## config.mk

```make
export PLATFORM = sky130hd
export DESIGN_NAME = spriteMover
export DESIGN_NICKNAME = d
export VERILOG_FILES = /design/src/source/spritePkg.sv /design/src/source/spriteMoveFSM.sv /design/src/source/moveTimer.sv /design/src/source/positionUpdate.sv /design/src/source/spriteRegs.sv /design/src/source/spriteMover.sv
export SDC_FILE = /design/constraint.sdc
export NUM_CORES = 1
export LEC_CHECK = 0
export BUFFER_PORTS_ARGS = -buffer_cell sky130_fd_sc_hd__buf_2
export CELL_PAD_IN_SITES_DETAIL_PLACEMENT = 1
export CELL_PAD_IN_SITES_GLOBAL_PLACEMENT = 1
export CORE_MARGIN = 2
export CORE_UTILIZATION = 35
export CTS_CLUSTER_DIAMETER = 120
export CTS_CLUSTER_SIZE = 24
export DETAILED_ROUTE_END_ITERATION = 6
export PLACE_DENSITY_LB_ADDON = 0.1
export SYNTH_ARGS = -nofsm -noshare
export SYNTH_HDL_FRONTEND = slang
export SYNTH_SLANG_ARGS = --single-unit
```

## constraint.sdc

```tcl
create_clock -name clk -period 3.5 [get_ports clk]
set_input_delay 0.7 -clock clk [delete_from_list [all_inputs] [get_ports clk]]
set_output_delay 0.7 -clock clk [all_outputs]
set_load 0.03 [all_outputs]
```

## src/source/spritePkg.sv

```systemverilog
package spritePkg;

	// ~~~~~~~~~~~~~~~~~~~~~~~~~~~~~~~~~~~~~~~~~~~~~~~~~
	// Direction codes, as read back in regStatus.
	// ~~~~~~~~~~~~~~~~~~~~~~~~~~~~~~~~~~~~~~~~~~~~~~~~~
	typedef enum logic [2:0] {
		dirIdle  = 3'd0,
		dirRight = 3'd1,
		dirDown  = 3'd2,
		dirUp    = 3'd3,
		dirLeft  = 3'd4
	} moveDir;

	// ~~~~~~~~~~~~~~~~~~~~~~~~~~~~~~~~~~~~~~~~~~~~~~~~~
	// APB register map (byte addresses).
	// ~~~~~~~~~~~~~~~~~~~~~~~~~~~~~~~~~~~~~~~~~~~~~~~~~
	typedef enum logic [7:0] {
		regCtrl   = 8'h00,
		regPeriod = 8'h04,
		regPos    = 8'h08,
		regStatus = 8'h0C
	} regAddr;

	// Field positions inside the registers.
	localparam int ctrlEnableBit = 0;
	localparam int ctrlStepLsb = 4; // Four bit step size.
	localparam int posYLsb = 16; // X sits in the low half.
	localparam int statusStepsLsb = 16; // Direction sits in bits 2 to 0.

endpackage

```

## src/source/spriteMoveFSM.sv

```systemverilog
`timescale 1ns/10ps

module spriteMoveFSM (
	input logic clk,
	input logic reset,
	input logic left,
	input logic right,
	input logic up,
	input logic down,
	output spritePkg::moveDir dir
);

	spritePkg::moveDir nextDir;

	// ~~~~~~~~~~~~~~~~~~~~~~~~~~~~~~~~~~~~~~~~~~~~~~~~~
	// Next direction, priority depends on the current one.
	// ~~~~~~~~~~~~~~~~~~~~~~~~~~~~~~~~~~~~~~~~~~~~~~~~~
	always_comb begin
		nextDir = dir;
		case (dir)
			spritePkg::dirIdle: begin
				if (left) nextDir = spritePkg::dirLeft;
				else if (right) nextDir = spritePkg::dirRight;
				else if (up) nextDir = spritePkg::dirUp;
				else if (down) nextDir = spritePkg::dirDown;
				else nextDir = spritePkg::dirIdle;
			end
			spritePkg::dirLeft: begin
				if (right) nextDir = spritePkg::dirRight;
				else if (up) nextDir = spritePkg::dirUp;
				else if (down) nextDir = spritePkg::dirDown;
				else nextDir = spritePkg::dirLeft;
			end
			spritePkg::dirRight: begin
				if (left) nextDir = spritePkg::dirLeft;
				else if (up) nextDir = spritePkg::dirUp;
				else if (down) nextDir = spritePkg::dirDown;
				else nextDir = spritePkg::dirRight;
			end
			spritePkg::dirUp: begin
				// Up holds itself first, so a held up button wins.
				if (up) nextDir = spritePkg::dirUp;
				else if (down) nextDir = spritePkg::dirDown;
				else if (right) nextDir = spritePkg::dirRight;
				else if (left) nextDir = spritePkg::dirLeft;
				else nextDir = spritePkg::dirUp;
			end
			spritePkg::dirDown: begin
				if (up) nextDir = spritePkg::dirUp;
				else if (right) nextDir = spritePkg::dirRight;
				else if (left) nextDir = spritePkg::dirLeft;
				else nextDir = spritePkg::dirDown;
			end
			default: nextDir = spritePkg::dirIdle; // Recover from an illegal code.
		endcase
	end

	// The state register is the direction output itself.
	always_ff @(posedge clk or posedge reset) begin
		if (reset) begin
			dir <= spritePkg::dirIdle;
		end else begin
			dir <= nextDir;
		end
	end

	// ~~~~~~~~~~~~~~~~~~~~~~~~~~~~~~~~~~~~~~~~~~~~~~~~~
	// Checks
	// ~~~~~~~~~~~~~~~~~~~~~~~~~~~~~~~~~~~~~~~~~~~~~~~~~
	dirLegal: assert property (
		@(posedge clk) disable iff (reset)
		dir inside {spritePkg::dirIdle, spritePkg::dirRight, spritePkg::dirDown,
			spritePkg::dirUp, spritePkg::dirLeft}
	) else $error("Illegal direction code %0d.", dir);

endmodule

```

## src/source/moveTimer.sv

```systemverilog
`timescale 1ns/10ps

module moveTimer #(
	parameter int periodWidth = 16
) (
	input logic clk,
	input logic reset,
	input logic enable,
	input logic [periodWidth-1:0] period,
	input logic periodWrite,
	output logic stepTick
);

	logic [periodWidth-1:0] count; // Cycles left before the next tick, 0 means reload.
	logic [periodWidth-1:0] loadValue;
	logic [periodWidth-1:0] current;

	assign loadValue = (period == '0) ? periodWidth'(1) : period; // A period of 0 runs as 1.
	assign current = (count == '0) ? loadValue : count;

	always_ff @(posedge clk or posedge reset) begin
		if (reset) begin
			count <= '0;
			stepTick <= 1'b0;
		end else if (!enable || periodWrite) begin
			count <= '0;
			stepTick <= 1'b0;
		end else begin
			count <= current - periodWidth'(1);
			stepTick <= (current == periodWidth'(1));
		end
	end

	// ~~~~~~~~~~~~~~~~~~~~~~~~~~~~~~~~~~~~~~~~~~~~~~~~~
	// Checks
	// ~~~~~~~~~~~~~~~~~~~~~~~~~~~~~~~~~~~~~~~~~~~~~~~~~
	// A tick is only issued from a cycle in which the timer was enabled.
	tickNeedsEnable: assert property (
		@(posedge clk) disable iff (reset)
		$rose(stepTick) |-> $past(enable)
	) else $error("Step tick rose while the timer was disabled.");

endmodule

```

## src/source/positionUpdate.sv

```systemverilog
`timescale 1ns/10ps

module positionUpdate #(
	parameter int coordWidth = 10,
	parameter int screenWidth = 640,
	parameter int screenHeight = 480
) (
	input logic clk,
	input logic reset,
	input spritePkg::moveDir dir,
	input logic stepTick,
	input logic [3:0] stepSize,
	input logic posLoad,
	input logic [15:0] loadX,
	input logic [15:0] loadY,
	output logic [coordWidth-1:0] posX,
	output logic [coordWidth-1:0] posY,
	output logic [15:0] stepCount
);

	localparam logic [coordWidth-1:0] xMax = coordWidth'(screenWidth - 1);
	localparam logic [coordWidth-1:0] yMax = coordWidth'(screenHeight - 1);

	logic [coordWidth:0] xSum; // One extra bit catches the overflow.
	logic [coordWidth:0] ySum;
	logic [coordWidth-1:0] stepX;
	logic [coordWidth-1:0] stepY;
	logic [coordWidth-1:0] loadXClamped;
	logic [coordWidth-1:0] loadYClamped;
	logic takeStep;

	assign takeStep = stepTick && (dir != spritePkg::dirIdle);
	assign xSum = {1'b0, posX} + stepSize;
	assign ySum = {1'b0, posY} + stepSize;

	// ~~~~~~~~~~~~~~~~~~~~~~~~~~~~~~~~~~~~~~~~~~~~~~~~~
	// Saturating step
	// ~~~~~~~~~~~~~~~~~~~~~~~~~~~~~~~~~~~~~~~~~~~~~~~~~
	always_comb begin
		stepX = posX;
		stepY = posY;
		case (dir)
			spritePkg::dirRight: stepX = (xSum > xMax) ? xMax : xSum[coordWidth-1:0];
			spritePkg::dirLeft: stepX = (posX < stepSize) ? '0 : posX - stepSize;
			spritePkg::dirDown: stepY = (ySum > yMax) ? yMax : ySum[coordWidth-1:0];
			spritePkg::dirUp: stepY = (posY < stepSize) ? '0 : posY - stepSize;
			default: begin
				stepX = posX;
				stepY = posY;
			end
		endcase
	end

	assign loadXClamped = (loadX > xMax) ? xMax : loadX[coordWidth-1:0];
	assign loadYClamped = (loadY > yMax) ? yMax : loadY[coordWidth-1:0];

	// A processor load wins over a step in the same cycle.
	always_ff @(posedge clk or posedge reset) begin
		if (reset) begin
			posX <= '0;
			posY <= '0;
			stepCount <= '0;
		end else if (posLoad) begin
			posX <= loadXClamped;
			posY <= loadYClamped;
		end else if (takeStep) begin
			posX <= stepX;
			posY <= stepY;
			stepCount <= stepCount + 16'd1; // Counts pinned steps as well.
		end
	end

	// ~~~~~~~~~~~~~~~~~~~~~~~~~~~~~~~~~~~~~~~~~~~~~~~~~
	// Checks
	// ~~~~~~~~~~~~~~~~~~~~~~~~~~~~~~~~~~~~~~~~~~~~~~~~~
	posInRange: assert property (
		@(posedge clk) disable iff (reset)
		(posX <= xMax) && (posY <= yMax)
	) else $error("Position %0d,%0d left the screen.", posX, posY);

endmodule

```

## src/source/spriteRegs.sv

```systemverilog
`timescale 1ns/10ps

module spriteRegs #(
	parameter int coordWidth = 10,
	parameter int periodWidth = 16
) (
	input logic clk,
	input logic reset,
	input logic pSel,
	input logic pEnable,
	input logic pWrite,
	input logic [7:0] pAddr,
	input logic [31:0] pWdata,
	output logic [31:0] pRdata,
	output logic pSlvErr,
	input logic [coordWidth-1:0] posX,
	input logic [coordWidth-1:0] posY,
	input logic [15:0] stepCount,
	input spritePkg::moveDir dir,
	output logic enable,
	output logic [3:0] stepSize,
	output logic [periodWidth-1:0] period,
	output logic periodWrite,
	output logic posLoad,
	output logic [15:0] loadX,
	output logic [15:0] loadY
);

	logic access;
	logic wrAccess;
	logic ctrlWrite;
	logic addrHit;

	assign access = pSel && pEnable; // APB access phase, always zero wait.
	assign wrAccess = access && pWrite;

	// ~~~~~~~~~~~~~~~~~~~~~~~~~~~~~~~~~~~~~~~~~~~~~~~~~
	// Address decode and read mux
	// ~~~~~~~~~~~~~~~~~~~~~~~~~~~~~~~~~~~~~~~~~~~~~~~~~
	always_comb begin
		addrHit = 1'b1;
		pRdata = '0;
		case (pAddr)
			spritePkg::regCtrl: begin
				pRdata[spritePkg::ctrlEnableBit] = enable;
				pRdata[spritePkg::ctrlStepLsb +: 4] = stepSize;
			end
			spritePkg::regPeriod: begin
				pRdata[periodWidth-1:0] = period;
			end
			spritePkg::regPos: begin
				pRdata[coordWidth-1:0] = posX;
				pRdata[spritePkg::posYLsb +: coordWidth] = posY;
			end
			spritePkg::regStatus: begin
				pRdata[2:0] = dir;
				pRdata[spritePkg::statusStepsLsb +: 16] = stepCount;
			end
			default: addrHit = 1'b0;
		endcase
	end

	// Status is read only, so writing it is an error too.
	assign pSlvErr = access && (!addrHit || (pWrite && (pAddr == spritePkg::regStatus)));

	assign ctrlWrite = wrAccess && (pAddr == spritePkg::regCtrl);
	assign periodWrite = wrAccess && (pAddr == spritePkg::regPeriod);
	assign posLoad = wrAccess && (pAddr == spritePkg::regPos);
	assign loadX = pWdata[15:0]; // Clamped in the position block.
	assign loadY = pWdata[spritePkg::posYLsb +: 16];

	// ~~~~~~~~~~~~~~~~~~~~~~~~~~~~~~~~~~~~~~~~~~~~~~~~~
	// Control and period registers
	// ~~~~~~~~~~~~~~~~~~~~~~~~~~~~~~~~~~~~~~~~~~~~~~~~~
	always_ff @(posedge clk or posedge reset) begin
		if (reset) begin
			enable <= 1'b0;
			stepSize <= '0;
		end else if (ctrlWrite) begin
			enable <= pWdata[spritePkg::ctrlEnableBit];
			stepSize <= pWdata[spritePkg::ctrlStepLsb +: 4];
		end
	end

	always_ff @(posedge clk or posedge reset) begin
		if (reset) begin
			period <= periodWidth'(1);
		end else if (periodWrite) begin
			period <= pWdata[periodWidth-1:0];
		end
	end

	// ~~~~~~~~~~~~~~~~~~~~~~~~~~~~~~~~~~~~~~~~~~~~~~~~~
	// Checks
	// ~~~~~~~~~~~~~~~~~~~~~~~~~~~~~~~~~~~~~~~~~~~~~~~~~
	errOnlyInAccess: assert property (
		@(posedge clk) disable iff (reset)
		pSlvErr |-> (pSel && pEnable)
	) else $error("Slave error outside an access phase.");

endmodule

```

## src/source/spriteMover.sv

```systemverilog
`timescale 1ns/10ps

module spriteMover #(
	parameter int coordWidth = 10,
	parameter int screenWidth = 640,
	parameter int screenHeight = 480,
	parameter int periodWidth = 16
) (
	input logic clk,
	input logic reset,
	input logic left,
	input logic right,
	input logic up,
	input logic down,
	input logic pSel,
	input logic pEnable,
	input logic pWrite,
	input logic [7:0] pAddr,
	input logic [31:0] pWdata,
	output logic [31:0] pRdata,
	output logic pSlvErr
);

	spritePkg::moveDir dir;
	logic enable;
	logic [3:0] stepSize;
	logic [periodWidth-1:0] period;
	logic periodWrite;
	logic stepTick;
	logic posLoad;
	logic [15:0] loadX;
	logic [15:0] loadY;
	logic [coordWidth-1:0] posX;
	logic [coordWidth-1:0] posY;
	logic [15:0] stepCount;

	spriteMoveFSM spriteMoveFSM_i (
		.clk(clk),
		.reset(reset),
		.left(left),
		.right(right),
		.up(up),
		.down(down),
		.dir(dir)
	);

	moveTimer #(
		.periodWidth(periodWidth)
	) moveTimer_i (
		.clk(clk),
		.reset(reset),
		.enable(enable),
		.period(period),
		.periodWrite(periodWrite),
		.stepTick(stepTick)
	);

	positionUpdate #(
		.coordWidth(coordWidth),
		.screenWidth(screenWidth),
		.screenHeight(screenHeight)
	) positionUpdate_i (
		.clk(clk),
		.reset(reset),
		.dir(dir),
		.stepTick(stepTick),
		.stepSize(stepSize),
		.posLoad(posLoad),
		.loadX(loadX),
		.loadY(loadY),
		.posX(posX),
		.posY(posY),
		.stepCount(stepCount)
	);

	spriteRegs #(
		.coordWidth(coordWidth),
		.periodWidth(periodWidth)
	) spriteRegs_i (
		.clk(clk),
		.reset(reset),
		.pSel(pSel),
		.pEnable(pEnable),
		.pWrite(pWrite),
		.pAddr(pAddr),
		.pWdata(pWdata),
		.pRdata(pRdata),
		.pSlvErr(pSlvErr),
		.posX(posX),
		.posY(posY),
		.stepCount(stepCount),
		.dir(dir),
		.enable(enable),
		.stepSize(stepSize),
		.period(period),
		.periodWrite(periodWrite),
		.posLoad(posLoad),
		.loadX(loadX),
		.loadY(loadY)
	);

endmodule

```

==> flow_summary.toml, run 1 <==
[cts]
clk_path_buf_depth = 2
clock-sinks = 77
cts_hold_buffers = 0
cts_buffers = 9
post-cts-setup-buffers = 0
cts-root-buf = "clkbuf_16"
htreeDepth = 3
cts_tree = "yes"
clk_latency_ns = 0.35
cts.repair.resized = 0
cts.clk_slew.worst_paths_ns = 0.06

[worst_setup_path]
startpoint_type = "input pin"
worstPathCellList = "buf_2 > nor4_4 > nand2_1 > nor2_2 > a22o_1 > buf_2"
critPathMaxStageDelay_ns = 0.52
end_kind = "primary output"
path_class = "input pin to primary output"
slowest_stage = "nor2_2"
cp_common_cell = "buf_2"
worstPathRequired_ns = 2.80
worst-path-max-fanout = 10
worstPathArrival_ns = 2.53
reg2reg_slack_ns = 0.52

[routing]
vias_per_cell = 5.64
drt-pass1-iter-count = 4
initialDrtViolationCount = 285
ant_nets = 0
finalWirelength_mm = 19.2
vias = 5359
drc = 0
wire_per_inst_um = 20.2

[sta]
period_share = 0.924
slew_violations = 0
finalHoldViolCount = 0
relSlewSlack = 0.389
setup-tns-final_ns = 0
skew_ns = 0.0113
fmax_ghz = 0.309
rsz0062_at_grt = "false"
layout_min_cycle_time_ns = 3.23
setup_violations = 0
worstMarginPinSlew_ns = 0.915

[floorplan]
placeableCoreArea_mm2 = 0.0159
chipHeight_um = 132
die-area_mm2 = 0.0175
ioPinCount = 82
initial_utilization = 0.360
die_x_um = 132
rows = 46

[pwr]
switching_share = 0.339
power_frac_seq = 0.415
p_int_mw = 1.63
p_per_area_mw_per_mm2 = 370
finalPower_mw = 2.46
leakage_nw = 2.98
clkPwrFrac = 0.348
p_comb_frac = 0.236
p_sw_uw = 833
vdd_drop_max_mv = 0.225

[synthesis]
syn-cell-area_mm2 = 0.00575
ys_seq_area_frac = 0.336
async_reset_ff_frac = 1.00
synth_area_per_cell_um2 = 8.77
synthCells = 655
yosys_most_used_dff = "dfrtp_1"
synth_cell_types = 82
syn_nets = 727
synth_edf_count = 0
synth_warnings = 0
yosys_register_bits = 77

[final_layout]
fin_cells = 950
final_common_cell = "buf_2"
nFillCells = 1942
drive_gt1_frac = 0.209
nets = 802
syn_to_final_growth_pct = 15.8
fin_area_mm2 = 0.00666
layout_common_cells = "buf_2, dfrtp_1, nor2_1"
fin_util = 0.417
multi_input_area_mm2 = 0.00358
seqCellArea_mm2 = 0.00193

[grt]
grt_overflow_total = 0
grt_pass1_wl_mm = 31.5
first_global_vias = 5705
grt_use_total = 0.226
grt_max_degree = 48
antenna_found_initial = 3

[run]
drv_cap = 0

[outcome]
status = "completed"

[place]
port_buffers = 81
placed_cells = 935
place_area_mm2 = 0.00640
routabilityCongestion = 0.847
hpwl_mm = 14.9

[hold_path]
hold_path_class = "flip-flop to flip-flop"
per-layer routing:
layer | part of all wire | track usage
met2 | 0.51 | 0.399
met5 | 0.0011 | 0
met1 | 0.44 | 0.286
met4 | 0.010 | 0.0525
met3 | 0.036 | 0.0427
cell usage after synthesis, types with 15 or more instances:
library cell	n	area [um^2]
a21oi_1	49	245
a22o_1	15	131
clkbuf_1	21	78.8
dfrtp_1	76	1900
ha_1	19	238
inv_1	22	82.6
nand2_1	51	191
nand3_1	19	95.1
nor2_1	75	282
o21ai_0	30	150
o22ai_1	15	93.8
xnor2_1	20	175
state kept, by name, indices dropped and copies added (netlist names):
name and flops:
moveTimer_i.count 16, moveTimer_i.stepTick 1, positionUpdate_i.posX 10, positionUpdate_i.posY 10, positionUpdate_i.stepCount 16, spriteMoveFSM_i.dir 3
spriteRegs_i.enable 1, spriteRegs_i.period 16, spriteRegs_i.stepSize 4
per-stage QoR:
| step | worst slack [ns] | hold slack [ns] |
|---|---|---|
| floorplan | 0.629 | 0.437 |
| global placement | 0.381 | 0.454 |
| detailed placement | 0.249 | 0.471 |
| CTS | 0.246 | 0.484 |
| global route | 0.123 | 0.512 |
| finish | 0.266 | 0.477 |
power groups by stage:
stage	clock [mW]	sequential (mW)	combinational, mW
after floorplan	0	0.965	0.458
after CTS	0.882	1.02	0.584
after global routing	0.916	1.03	0.654
after global placement	0	1.03	0.563
final	0.857	1.02	0.581
after detailed placement	0	1.04	0.579
critical path, delay by kind of cell:
kind | cells | cell delay (ns)
buffers and inverters | 2 | 0.32
AND/OR/NAND/NOR | 3 | 1.27
AO/OA/AOI/OAI | 1 | 0.23
cell type report:
cell class                 instances  share of cell area
sequential                        77               0.290
timing repair buffer              97              0.0808
inverter                          22              0.0126
clock buffer                       9              0.0338
clock inverter                     5             0.00451
tap                              216              0.0406
antenna                            1            0.000376
multi-input combinational        523               0.538
path summary, 6_finish.rpt:
check | cells past startpoint | from | to
hold reg to reg | 1 | positionUpdate_i.stepCount[15] | positionUpdate_i.stepCount[15]
setup reg to reg | 10 | spriteRegs_i.stepSize[0] | positionUpdate_i.posY[1]
min in group asynchronous | 2 | reset | positionUpdate_i.posY[0]
max in group asynchronous | 3 | reset | spriteRegs_i.period[0]
setup / recovery | 6 | pAddr[1] | pRdata[8]
hold / removal | 1 | positionUpdate_i.stepCount[15] | positionUpdate_i.stepCount[15]
logic make-up after synthesis:
group | share of synthesized area
compound gates | 0.225
xor+xnor | 0.0488
fa+ha+maj | 0.0553
buf+inv | 0.0418
flops | 0.336
mux | 0.0597
simple gates | 0.234
(Power assumes the default switching activity.)
==> run 2, diff against run 1 <==
--- a/config.mk
+++ b/config.mk
@@ -14,6 +14,7 @@
 export CTS_CLUSTER_SIZE = 24
 export DETAILED_ROUTE_END_ITERATION = 6
 export PLACE_DENSITY_LB_ADDON = 0.1
+export SETUP_SLACK_MARGIN = 0.4
 export SYNTH_ARGS = -nofsm -noshare
 export SYNTH_HDL_FRONTEND = slang
 export SYNTH_SLANG_ARGS = --single-unit
==> flow_summary.toml, run 2 (same netlist as run 1, synthesis figures left out) <==
[floorplan]
initial_utilization = 0.360
rows = 46
placeableCoreArea_mm2 = 0.0159
die_x_um = 132
ioPinCount = 82
chipHeight_um = 132
die-area_mm2 = 0.0175

[worst_setup_path]
critical_path.top_delay_family = "simple AND/OR/NAND/NOR gates"
end_kind = "primary output"
cp_common_cell = "buf_2"
cp-endpoint = "pRdata[8]"
slowest_stage = "nor4_4"
worstPathArrival_ns = 2.26
worstPathCellList = "buf_2 > nor4_4 > nand2_2 > nor2_4 > a22o_1 > buf_2"
startpoint_type = "input pin"
path_class = "input pin to primary output"
reg2reg_slack_ns = 0.59
rr_worst_depth = 9
critPathMaxStageDelay_ns = 0.44
crit_start = "pAddr[1]"
worstPathRequired_ns = 2.80
reg2reg_from = "spriteRegs_i.stepSize[3]"
regToRegEndpoint = "positionUpdate_i.posX[5]"
crit_cells = 6
crit_buf_inv = 2
worst-path-max-fanout = 10

[pwr]
p_per_area_mw_per_mm2 = 369
p_comb_frac = 0.238
p_sw_uw = 839
p_int_mw = 1.63
clkPwrFrac = 0.348
power_frac_seq = 0.414
leakage_nw = 2.98
switching_share = 0.340
vdd_drop_max_mv = 0.223
finalPower_mw = 2.47

[routing]
drt-pass1-iter-count = 4
vias = 5367
finalWirelength_mm = 19.3
drc = 0
ant_nets = 0
wire_per_inst_um = 20.3
vias_per_cell = 5.65
initialDrtViolationCount = 249

[sta]
skew_ns = 0.0117
finalHoldViolCount = 0
rsz0062_at_grt = "false"
slew_violations = 0
fmax_ghz = 0.338
worstMarginPinSlew_ns = 0.915
setup_violations = 0
layout_min_cycle_time_ns = 2.96
period_share = 0.845
relSlewSlack = 0.389
setup-tns-final_ns = 0

[grt]
antenna_found_initial = 3
grt_pass1_wl_mm = 31.5
first_global_vias = 5705
grt_overflow_total = 0
grt_max_degree = 48
grt_use_total = 0.226

[cts]
cts_tree = "yes"
cts_buffers = 9
cts-root-buf = "clkbuf_16"
cts_hold_buffers = 0
clk_latency_ns = 0.35
clock-sinks = 77
cts.clk_slew.worst_paths_ns = 0.06
htreeDepth = 3
clk_path_buf_depth = 2
post-cts-setup-buffers = 0
cts.repair.resized = 1

[hold_path]
hold_path_class = "flip-flop to flip-flop"
hold_start = "positionUpdate_i.stepCount[15]"
holdPathStages = 1

[final_layout]
drive_gt1_frac = 0.221
nets = 802
final_common_cell = "buf_2"
layout_common_cells = "buf_2, nor2_1, dfrtp_1"
syn_to_final_growth_pct = 16.5
reg_top3 = "moveTimer_i.count: 16 flops, positionUpdate_i.stepCount: 16 flops, spriteRegs_i.period: 16 flops"
fin_area_mm2 = 0.00670

[place]
hpwl_mm = 14.9
place_area_mm2 = 0.00640
routabilityCongestion = 0.847
port_buffers = 81

[outcome]
status = "completed"

[run]
drv_cap = 0
## run 2: metrics by stage
step | std cells | setup slack (ns) | hold slack [ns] | util
after floorplan | 655 | 0.629 | 0.437 | -
after CTS | 949 | 0.394 | 0.484 | 0.418
after detailed placement | 935 | 0.249 | 0.471 | 0.401
after global routing | 949 | 0.422 | 0.512 | 0.420
after global placement | 935 | 0.381 | 0.454 | 0.401
final | 950 | 0.544 | 0.477 | 0.420
## run 2: cell type report
| type | instances | area [um^2] |
|---|---|---|
| fill | 1936 | 9250 |
| multi-input combinational | 523 | 3610 |
| sequential | 77 | 1930 |
| timing repair buffer | 97 | 538 |
| tap | 216 | 270 |
| clock buffer | 9 | 225 |
| inverter | 22 | 83.8 |
| clock inverter | 5 | 30.0 |
| antenna | 1 | 2.50 |
## run 2: worst min path at each step
stage | to | slack (ns)
CTS | positionUpdate_i.stepCount[15] | 0.48
detailed placement | positionUpdate_i.stepCount[15] | 0.47
global route | positionUpdate_i.stepCount[15] | 0.51
floorplan | positionUpdate_i.stepCount[15] | 0.44
global placement | positionUpdate_i.stepCount[15] | 0.45
finish | positionUpdate_i.stepCount[15] | 0.48
## run 2: worst register-to-register path: stages, from the launching register on
cell and delay, ns:
dfrtp_1 0.49, inv_1 0.14, ha_1 0.46, nor3b_1 0.24, o21ai_1 0.15, a211oi_2 0.31, xnor2_1 0.15, a2111oi_2 0.56
nor3_2 0.16, a21oi_1 0.16
## run 2: routing by layer
metal	global-route usage	share of wire	vias up	wire, um
met5	0	0.0011	-	21
met4	0.0525	0.0093	4	179
met3	0.0427	0.036	17	692
met2	0.399	0.52	88	9930
met1	0.286	0.44	2704	8460
li1	-	-	2554	-
## run 2: power by group through the flow
stage	registers [mW]	clock network, mW	logic (mW)
global route	1.03	0.916	0.661
floorplan	0.965	0	0.458
detailed placement	1.04	0	0.579
CTS	1.02	0.882	0.585
global placement	1.03	0	0.563
finish	1.02	0.858	0.589
